File: src/hw/ifu_pkg.sv
// Shared types and constants of the instruction fetch unit.
// Every fetch block refers to these by scoped name (ifu_pkg::name).
// Covers address and data widths, the AXI read channel records and the decode handoff.

package ifu_pkg;

    typedef logic [31:0] inst_addr_t;  // byte address of an instruction
    typedef logic [31:0] inst_data_t;  // raw RV32I instruction word
    typedef logic [3:0]  bus_id_t;     // axi transaction id
    typedef logic [1:0]  bht_cnt_t;    // 2-bit saturating counter
    typedef logic [1:0]  cu_bus_t;     // stall/flush bus from control unit

    localparam int CU_STALL_IF = 0;  // fetch stall level
    localparam int CU_FLUSH    = 1;  // flush pulse

    localparam int       BHT_DEPTH = 64;     // history entries
    localparam int       BHT_IDX_W = 6;      // indexed by pc[7:2]
    localparam bht_cnt_t BHT_INIT  = 2'b01;  // weakly not taken

    localparam inst_addr_t RESET_PC = 32'h0000_0000;
    localparam inst_addr_t PC_STEP  = 32'd4;  // no compressed instructions

    localparam logic [6:0] OPC_JAL    = 7'b1101111;
    localparam logic [6:0] OPC_BRANCH = 7'b1100011;

    // fixed AR attributes for a single word fetch
    localparam bus_id_t    FETCH_ID       = 4'h1;
    localparam logic [7:0] AXI_LEN_SINGLE = 8'd0;     // one beat
    localparam logic [2:0] AXI_SIZE_WORD  = 3'b010;   // 4 bytes
    localparam logic [1:0] AXI_BURST_INCR = 2'b01;
    localparam logic [3:0] AXI_CACHE_NORM = 4'b0010;  // normal non-cacheable
    localparam logic [2:0] AXI_PROT_INST  = 3'b100;   // instruction access
    localparam logic [1:0] AXI_RESP_OKAY  = 2'b00;

    typedef struct packed {
        inst_addr_t araddr;
        bus_id_t    arid;
        logic [7:0] arlen;
        logic [2:0] arsize;
        logic [1:0] arburst;
        logic [3:0] arcache;
        logic [2:0] arprot;
    } ar_chan_t;

    typedef struct packed {
        bus_id_t    rid;
        inst_data_t rdata;
        logic [1:0] rresp;
        logic       rlast;
    } r_chan_t;

    // record handed from fetch to decode
    typedef struct packed {
        inst_data_t inst;
        inst_addr_t inst_addr;
        logic       is_pred_branch;  // predicted taken jal or branch
    } fetch_t;

    typedef enum logic [1:0] {
        IDLE = 2'd0,  // waiting to issue
        ADDR = 2'd1,  // arvalid up
        DATA = 2'd2   // waiting for the r beat
    } axi_state_e;

endpackage

File: src/hw/ifu.sv
// Instruction fetch unit top level.
// Merges control unit jumps with predicted redirects, derives the stalls and
// connects the PC generator, AXI read master, predictor and decode register.
// A jump is expected to come with a flush when wrong-path words must be killed.

`timescale 1ns/100ps

module ifu (
    input  logic                clk,
    input  logic                rst_n_i,
    input  logic                jump_flag_i,     // one-cycle jump pulse
    input  ifu_pkg::inst_addr_t jump_addr_i,
    input  ifu_pkg::cu_bus_t    stall_flag_i,
    input  logic                update_valid_i,  // execute stage training
    input  ifu_pkg::inst_addr_t update_pc_i,
    input  logic                real_taken_i,
    output ifu_pkg::inst_data_t inst_o,
    output ifu_pkg::inst_addr_t inst_addr_o,
    output logic                is_pred_branch_o,
    output logic                inst_valid_o,
    output logic                read_resp_error_o,
    output ifu_pkg::ar_chan_t   ar_o,
    output logic                arvalid_o,
    input  logic                arready_i,
    input  ifu_pkg::r_chan_t    r_i,
    input  logic                rvalid_i,
    output logic                rready_o
);

    ifu_pkg::inst_addr_t pc;
    logic                pc_misaligned;
    logic                pc_stall;       // read in flight
    logic                ar_fire;
    ifu_pkg::fetch_t     axi_fetch;      // word from the bus
    logic                axi_inst_valid;
    logic                branch_taken;
    ifu_pkg::inst_addr_t branch_addr;
    logic                is_pred_branch;
    ifu_pkg::fetch_t     pipe_in;
    ifu_pkg::fetch_t     pipe_out;
    logic                redirect;
    ifu_pkg::inst_addr_t redirect_addr;
    logic                stall_if;
    logic                flush;
    logic                stall_axi;
    logic                stall_pc;

    assign redirect      = jump_flag_i | branch_taken;
    assign redirect_addr = jump_flag_i ? jump_addr_i : branch_addr;  // control unit wins

    assign stall_if  = stall_flag_i[ifu_pkg::CU_STALL_IF];
    assign flush     = stall_flag_i[ifu_pkg::CU_FLUSH];
    assign stall_axi = stall_if | flush | pc_misaligned;
    assign stall_pc  = stall_axi | pc_stall;

    ifu_pc_gen u_ifu_pc_gen (
        .clk             (clk),
        .rst_n_i         (rst_n_i),
        .redirect_i      (redirect),
        .redirect_addr_i (redirect_addr),
        .stall_pc_i      (stall_pc),
        .ar_fire_i       (ar_fire),
        .pc_o            (pc),
        .pc_misaligned_o (pc_misaligned)
    );

    ifu_axi_master u_ifu_axi_master (
        .clk               (clk),
        .rst_n_i           (rst_n_i),
        .pc_i              (pc),
        .stall_axi_i       (stall_axi),
        .redirect_i        (redirect),
        .ar_o              (ar_o),
        .arvalid_o         (arvalid_o),
        .arready_i         (arready_i),
        .r_i               (r_i),
        .rvalid_i          (rvalid_i),
        .rready_o          (rready_o),
        .fetch_o           (axi_fetch),
        .inst_valid_o      (axi_inst_valid),
        .read_resp_error_o (read_resp_error_o),
        .pc_stall_o        (pc_stall),
        .ar_fire_o         (ar_fire)
    );

    ifu_bpu u_ifu_bpu (
        .clk              (clk),
        .rst_n_i          (rst_n_i),
        .inst_i           (axi_fetch.inst),
        .pc_i             (axi_fetch.inst_addr),
        .inst_valid_i     (axi_inst_valid),
        .update_valid_i   (update_valid_i),
        .update_pc_i      (update_pc_i),
        .real_taken_i     (real_taken_i),
        .branch_taken_o   (branch_taken),
        .branch_addr_o    (branch_addr),
        .is_pred_branch_o (is_pred_branch)
    );

    // prediction flag joins the record on its way to decode
    assign pipe_in = '{
        inst:           axi_fetch.inst,
        inst_addr:      axi_fetch.inst_addr,
        is_pred_branch: is_pred_branch
    };

    ifu_pipe u_ifu_pipe (
        .clk          (clk),
        .rst_n_i      (rst_n_i),
        .fetch_i      (pipe_in),
        .inst_valid_i (axi_inst_valid),
        .stall_i      (stall_if),
        .flush_i      (flush),
        .fetch_o      (pipe_out),
        .inst_valid_o (inst_valid_o)
    );

    assign inst_o           = pipe_out.inst;
    assign inst_addr_o      = pipe_out.inst_addr;
    assign is_pred_branch_o = pipe_out.is_pred_branch;

endmodule

File: src/hw/ifu_axi_master.sv
// Single outstanding AXI4 read master for instruction fetch.
// Issues one single-beat read per PC, tags it with that PC and returns the word
// as a one-cycle inst_valid pulse. Beats that belong to a PC left behind by a
// redirect are dropped, and a bad response turns into read_resp_error_o.

`timescale 1ns/100ps

module ifu_axi_master (
    input  logic                clk,
    input  logic                rst_n_i,
    input  ifu_pkg::inst_addr_t pc_i,         // pc to fetch next
    input  logic                stall_axi_i,  // no new read
    input  logic                redirect_i,   // pc is being replaced
    output ifu_pkg::ar_chan_t   ar_o,
    output logic                arvalid_o,
    input  logic                arready_i,
    input  ifu_pkg::r_chan_t    r_i,
    input  logic                rvalid_i,
    output logic                rready_o,
    output ifu_pkg::fetch_t     fetch_o,
    output logic                inst_valid_o,       // word delivered
    output logic                read_resp_error_o,  // bad response pulse
    output logic                pc_stall_o,         // read in flight
    output logic                ar_fire_o           // AR handshake
);

    ifu_pkg::axi_state_e state_q;
    ifu_pkg::axi_state_e state_d;
    ifu_pkg::inst_addr_t addr_q;   // pc tag of the read in flight
    logic                drop_q;   // beat belongs to a stale pc
    logic                drop_d;
    logic                issue;    // leave IDLE this cycle
    logic                ar_hs;    // AR handshake
    logic                r_fire;
    logic                resp_bad;

    assign arvalid_o  = (state_q == ifu_pkg::ADDR);
    assign ar_hs      = arvalid_o & arready_i;
    assign pc_stall_o = (state_q == ifu_pkg::DATA);

    // a read already marked stale must not step the pc
    // the redirect target that replaced it is fetched next
    assign ar_fire_o = ar_hs & ~drop_q;

    // a good beat waits while decode is stalled so no word is lost
    // a stale beat is taken at once
    assign rready_o = (state_q == ifu_pkg::DATA) & (drop_q | ~stall_axi_i);
    assign r_fire   = rvalid_i & rready_o;

    // pc_i may change at the next edge under redirect so do not sample it then
    assign issue = (state_q == ifu_pkg::IDLE) & ~stall_axi_i & ~redirect_i;

    always_comb begin
        state_d = state_q;
        drop_d  = drop_q;
        case (state_q)
            ifu_pkg::IDLE: begin
                drop_d = 1'b0;
                if (issue) begin
                    state_d = ifu_pkg::ADDR;
                end
            end
            ifu_pkg::ADDR: begin
                // arvalid must stay up so a redirect only marks the beat stale
                // a handshake under stall leaves the pc unstepped so refetch it
                if (redirect_i || (ar_hs && stall_axi_i)) begin
                    drop_d = 1'b1;
                end
                if (ar_hs) begin
                    state_d = ifu_pkg::DATA;
                end
            end
            ifu_pkg::DATA: begin
                if (r_fire) begin
                    state_d = ifu_pkg::IDLE;  // done with this pc
                    drop_d  = 1'b0;
                end else if (redirect_i) begin
                    drop_d = 1'b1;  // discard when it arrives
                end
            end
            default: begin
                state_d = ifu_pkg::IDLE;
                drop_d  = 1'b0;
            end
        endcase
    end

    always_ff @(posedge clk or negedge rst_n_i) begin
        if (!rst_n_i) begin
            state_q <= ifu_pkg::IDLE;
            drop_q  <= 1'b0;
        end else begin
            state_q <= state_d;
            drop_q  <= drop_d;
        end
    end

    always_ff @(posedge clk) begin
        if (issue) begin
            addr_q <= pc_i;  // also the tag of the returned word
        end
    end

    assign ar_o = '{
        araddr:  addr_q,
        arid:    ifu_pkg::FETCH_ID,
        arlen:   ifu_pkg::AXI_LEN_SINGLE,
        arsize:  ifu_pkg::AXI_SIZE_WORD,
        arburst: ifu_pkg::AXI_BURST_INCR,
        arcache: ifu_pkg::AXI_CACHE_NORM,
        arprot:  ifu_pkg::AXI_PROT_INST
    };

    // slave error or a beat that is not our single-beat read
    assign resp_bad = (r_i.rresp != ifu_pkg::AXI_RESP_OKAY) |
                      (r_i.rid != ifu_pkg::FETCH_ID) | ~r_i.rlast;

    // a beat completing in a redirect cycle still counts
    assign inst_valid_o      = r_fire & ~drop_q & ~resp_bad;
    assign read_resp_error_o = r_fire & ~drop_q & resp_bad;

    assign fetch_o = '{
        inst:           r_i.rdata,
        inst_addr:      addr_q,
        is_pred_branch: 1'b0  // filled in by the top level
    };

endmodule

File: src/hw/ifu_bpu.sv
// Branch predictor for the fetch stage.
// Decodes JAL and B-type words from the returning beat in the same cycle.
// JAL is always taken and a branch follows its 2-bit history counter.
// The execute stage trains the counters with update_valid_i.

`timescale 1ns/100ps

module ifu_bpu (
    input  logic                clk,
    input  logic                rst_n_i,
    input  ifu_pkg::inst_data_t inst_i,
    input  ifu_pkg::inst_addr_t pc_i,            // address of inst_i
    input  logic                inst_valid_i,
    input  logic                update_valid_i,  // training strobe
    input  ifu_pkg::inst_addr_t update_pc_i,     // branch being trained
    input  logic                real_taken_i,    // resolved direction
    output logic                branch_taken_o,
    output ifu_pkg::inst_addr_t branch_addr_o,
    output logic                is_pred_branch_o
);

    ifu_pkg::bht_cnt_t             bht_q [ifu_pkg::BHT_DEPTH];
    logic [ifu_pkg::BHT_IDX_W-1:0] rd_idx;
    logic [ifu_pkg::BHT_IDX_W-1:0] upd_idx;
    ifu_pkg::bht_cnt_t             rd_cnt;
    ifu_pkg::bht_cnt_t             upd_cnt;
    logic                          is_jal;
    logic                          is_branch;
    ifu_pkg::inst_addr_t           imm_j;
    ifu_pkg::inst_addr_t           imm_b;

    assign is_jal    = (inst_i[6:0] == ifu_pkg::OPC_JAL);
    assign is_branch = (inst_i[6:0] == ifu_pkg::OPC_BRANCH);

    // J-type immediate in bit order 20 19:12 11 10:1
    assign imm_j = {{12{inst_i[31]}}, inst_i[19:12], inst_i[20], inst_i[30:21], 1'b0};
    // B-type immediate in bit order 12 11 10:5 4:1
    assign imm_b = {{20{inst_i[31]}}, inst_i[7], inst_i[30:25], inst_i[11:8], 1'b0};

    assign rd_idx  = pc_i[ifu_pkg::BHT_IDX_W+1:2];  // word index
    assign upd_idx = update_pc_i[ifu_pkg::BHT_IDX_W+1:2];
    assign rd_cnt  = bht_q[rd_idx];
    assign upd_cnt = bht_q[upd_idx];

    // counter 2 or 3 predicts taken
    assign branch_taken_o   = inst_valid_i & (is_jal | (is_branch & rd_cnt[1]));
    assign branch_addr_o    = pc_i + (is_jal ? imm_j : imm_b);
    assign is_pred_branch_o = branch_taken_o;  // decode sees the redirect it caused

    always_ff @(posedge clk or negedge rst_n_i) begin
        if (!rst_n_i) begin
            for (int i = 0; i < ifu_pkg::BHT_DEPTH; i++) begin
                bht_q[i] <= ifu_pkg::BHT_INIT;
            end
        end else if (update_valid_i) begin
            if (real_taken_i) begin
                if (upd_cnt != 2'b11) begin
                    bht_q[upd_idx] <= upd_cnt + 2'b01;  // toward taken
                end
            end else begin
                if (upd_cnt != 2'b00) begin
                    bht_q[upd_idx] <= upd_cnt - 2'b01;  // toward not taken
                end
            end
        end
    end

endmodule

File: src/hw/ifu_pc_gen.sv
// Fetch program counter.
// Loads redirect targets, steps by one word per accepted AR and holds under stall.
// Flags a misaligned PC so the AXI master stops issuing until an aligned redirect.

`timescale 1ns/100ps

module ifu_pc_gen (
    input  logic                clk,
    input  logic                rst_n_i,
    input  logic                redirect_i,       // jump or predicted taken
    input  ifu_pkg::inst_addr_t redirect_addr_i,  // target of the redirect
    input  logic                stall_pc_i,       // hold request
    input  logic                ar_fire_i,        // AR handshake this cycle
    output ifu_pkg::inst_addr_t pc_o,
    output logic                pc_misaligned_o
);

    ifu_pkg::inst_addr_t pc_q;
    ifu_pkg::inst_addr_t pc_d;
    logic                step;

    // the current pc was accepted on the bus and nothing holds it
    assign step = ar_fire_i & ~stall_pc_i;

    always_comb begin
        pc_d = pc_q;  // default hold
        if (redirect_i) begin
            pc_d = redirect_addr_i;  // redirect beats step and stall
        end else if (step) begin
            pc_d = pc_q + ifu_pkg::PC_STEP;  // next sequential word
        end
    end

    always_ff @(posedge clk or negedge rst_n_i) begin
        if (!rst_n_i) begin
            pc_q <= ifu_pkg::RESET_PC;
        end else begin
            pc_q <= pc_d;
        end
    end

    assign pc_o = pc_q;

    // only a redirect can produce this
    // a step from an aligned pc stays aligned
    assign pc_misaligned_o = |pc_q[1:0];

endmodule

File: src/hw/ifu_pipe.sv
// Fetch to decode pipeline register.
// Captures each delivered word one cycle after the beat, holds under stall
// and drops the valid bit on flush.

`timescale 1ns/100ps

module ifu_pipe (
    input  logic            clk,
    input  logic            rst_n_i,
    input  ifu_pkg::fetch_t fetch_i,
    input  logic            inst_valid_i,
    input  logic            stall_i,       // IF stall level
    input  logic            flush_i,       // flush pulse
    output ifu_pkg::fetch_t fetch_o,
    output logic            inst_valid_o
);

    ifu_pkg::inst_data_t inst_q;
    ifu_pkg::inst_addr_t addr_q;
    logic                pred_q;
    logic                valid_q;

    // control bits
    always_ff @(posedge clk or negedge rst_n_i) begin
        if (!rst_n_i) begin
            valid_q <= 1'b0;
            pred_q  <= 1'b0;
        end else if (flush_i) begin
            valid_q <= 1'b0;  // flush wins over stall
            pred_q  <= 1'b0;
        end else if (!stall_i) begin
            valid_q <= inst_valid_i;
            pred_q  <= fetch_i.is_pred_branch & inst_valid_i;
        end
    end

    // payload follows the valid bit
    always_ff @(posedge clk) begin
        if (!stall_i) begin
            inst_q <= fetch_i.inst;
            addr_q <= fetch_i.inst_addr;
        end
    end

    assign fetch_o = '{inst: inst_q, inst_addr: addr_q, is_pred_branch: pred_q};
    assign inst_valid_o = valid_q;

endmodule

File: config.mk
export PLATFORM = sky130hd
export DESIGN_NAME = ifu
export DESIGN_NICKNAME = d
export VERILOG_FILES = /design/src/hw/ifu_pkg.sv /design/src/hw/ifu.sv /design/src/hw/ifu_axi_master.sv /design/src/hw/ifu_bpu.sv /design/src/hw/ifu_pc_gen.sv /design/src/hw/ifu_pipe.sv
export SDC_FILE = /design/constraint.sdc
export NUM_CORES = 1
export LEC_CHECK = 0
export BUFFER_PORTS_ARGS = -buffer_cell sky130_fd_sc_hd__buf_2
export CAP_MARGIN = 0
export CORE_UTILIZATION = 25
export DETAILED_ROUTE_END_ITERATION = 12
export PLACE_DENSITY = 0.44
export SLEW_MARGIN = 20
export SYNTH_ARGS = -nofsm -noshare
export SYNTH_HDL_FRONTEND = slang
export SYNTH_SLANG_ARGS = --single-unit
export TNS_END_PERCENT = 1
File: constraint.sdc
create_clock -name clk -period 5.8 [get_ports clk]
set_input_delay 1.16 -clock clk [delete_from_list [all_inputs] [get_ports clk]]
set_output_delay 1.16 -clock clk [all_outputs]
set_load 0.1 [all_outputs]
==> results.cfg <==
[global_route]
grtUsageTotal_pct = 16.3
grt_pass1_wl_um = 70000
grt_max_degree = 76
gr-total-overflow = 0
grt_pass1_vias = 11300
antenna_found_initial = 2

[clocking]
clkTransAtPathRegs_ns = 0.05
cts_tree = built
cts_root_buffer = clkbuf_16
postCtsSetupBuffers = 0
cts_hold_buf = 0
cts_buffer_depth = 3
htree_levels = 2
ctsResizeCount = 0
clk_latency_ns = 0.55
cts_buffers = 35
cts.sink_count = 261

[sta]
fmax_ghz = 0.213
tns_ns = 0
setup_violations = 0
relSlewSlack_pct = 25.4
finalCritPeriodShare_pct = 81.0
timing.final.crit_period_ns = 4.70
clock_skew_ns = 0.0333
final-hold-violation-count = 0
worst_pin_slew_ns = 1.12
rsz0062_at_grt = false
slew_viol_final = 0

[critical_path]
crit_arrival_ns = 5.12
cp-end-kind = register
criticalPathCategory = input pin to register
setup.worst_path.start_class = input pin
reg2regPathDepth = 9
required_ns = 6.22
cp_max_fo = 11
rrSetupSlack_ns = 1.61
r2r-start = u_ifu_axi_master.addr_q[2]
r2r-end = u_ifu_pc_gen.pc_o[15]

[power_and_ir_drop]
power_mw = 5.62
power_leakage_nw = 7.00
vdd_ir_drop_max_uv = 202
power_density_nw_per_um2 = 333

[synth]
synth_area_leaders = edfxtp_1, dfrtp_1, dfstp_2
synth_seq_area_share_pct = 50.8
synth_edf_count = 96
synthArstFlopShare_pct = 63.2
synth-seq-cells = 261
syn_area_um2 = 14000
ys_warn_count = 0
synth_top_area_cell = edfxtp_1
synthCells = 1323
ys_dominant_reg_cell = dfrtp_1
syn_avg_cell_area_um2 = 10.5
synth_top_cell_area_share_pct = 20.7
synth_cell_types = 83

[routing]
antenna_left = 0
drc = 0
first_pass_iters = 5
first_iter_violations = 722
viasPerCell = 4.88
via_count = 11200
wl_per_cell_um = 20.2
wl_um = 46200

[die]
boundaryPins = 237
die_area_um2 = 56800
start_util_pct = 25.3
coreArea_um2 = 55100
die_h_um = 238
rows = 86
die_width_um = 238

[placed_design]
place_hpwl_um = 32600
gp_congestion = 0.816
portBuffers = 186

[finish]
fin_nets = 1667
layout.cells.most_common_list = nand2_1, buf_2, o21ai_0, dfrtp_1, edfxtp_1
final_common_cell = nand2_1
drive_gt1_share_pct = 27.9
area_growth_pct = 21.1

[run_status]
run_status = finished clean

[job]
drv_cap = 0

[worst_hold_path]
hold_depth = 2
min_path_type = register to register
==> where the power goes <==
group / internal, mW / switching (mW) / leakage (nW)
sequential: 2.18 / 0.151 / 2.86
combinational: 0.322 / 0.822 / 3.60
clock: 1.30 / 0.843 / 0.544
==> per-layer routing <==
metal	part of all wire, %	routed length [um]	vias to the layer above	global-route usage, %
met5	0.026	12	-	0
met4	2.2	1010	2	5.03
met3	5.4	2510	70	2.74
met2	47	21700	352	26.8
met1	46	21000	5479	21.8
li1	-	-	5269	-
==> through the flow <==
| step | setup WS (ns) | instances | instance area (um^2) | utilization (%) | hold slack [ns] |
|---|---|---|---|---|---|
| floorplan | 0.616 | 1345 | 14000 | - | 0.458 |
| global placement | 0.634 | 2226 | 15800 | 28.6 | 0.464 |
| detailed placement | 0.587 | 2226 | 15800 | 28.6 | 0.467 |
| CTS | 1.14 | 2289 | 16900 | 30.7 | 0.479 |
| global route | 0.917 | 2290 | 16900 | 30.7 | 0.497 |
| finish | 1.10 | 2290 | 16900 | 30.7 | 0.475 |
==> logic make-up (layout without fill, tap and decap cells) <==
family	count (synthesis)	in the layout	share of synthesized area [%]
muxes	108	108	8.39
xor gates and xnor gates	28	28	1.76
and+or+nand+nor	403	403	13.9
buffers and inverters	116	312	4.00
AOI/OAI and AO/OA	365	365	17.4
other	2	25	0.0538
DFF	261	261	50.8
adders and majority gates	40	40	3.64
==> cells in the mapped netlist, drive strengths merged (11+ instances only) <==
library cell,count
o21ai,112
xnor2,20
a31oi,16
or3,11
a21oi,36
mux2i,36
mux2,72
nand2,196
nand4,23
a22oi,81
buf,37
ha,39
nor3,23
dfrtp,101
clkbuf,51
inv,27
nand3,31
nor2,46
and3,12
edfxtp,96
a21o,32
dfstp,64
==> critical path, cell delays in order <==
cell and delay [ns]:
buf_2 0.20, and3b_1 0.48, buf_4 0.31, a22oi_1 0.29, nand4_1 0.15, a22o_1 0.26
nor4_1 0.34, inv_1 0.11, ha_1 0.21, mux2i_1 0.36, and3_1 0.73, nand2_1 0.20
mux2_2 0.31
==> layout make-up <==
cell class,count,area (um^2)
multi-input combinational,968,6420
clock buffer,52,1010
clock inverter,11,124
tap,748,936
timing repair buffer,221,1200
antenna,1,2.50
inverter,28,106
fill,5786,38200
sequential,261,7090
==> how the worst max path moves through the flow <==
stage / start / endpoint / slack, ns / cells past startpoint
5_1_grt: update_pc_i[2] / u_ifu_bpu.bht_q[7] / 0.92 / 13
2_1_floorplan: stall_flag_i[1] / u_ifu_axi_master.state_q[1] / 0.62 / 8
3_3_place_gp: update_pc_i[2] / u_ifu_bpu.bht_q[23] / 0.63 / 13
4_1_cts: r_i[9] / u_ifu_pc_gen.pc_o[27] / 1.14 / 16
3_5_place_dp: r_i[9] / u_ifu_pc_gen.pc_o[27] / 0.59 / 16
6_report: update_pc_i[2] / u_ifu_bpu.bht_q[7] / 1.10 / 13
(Power assumes the default switching activity.)
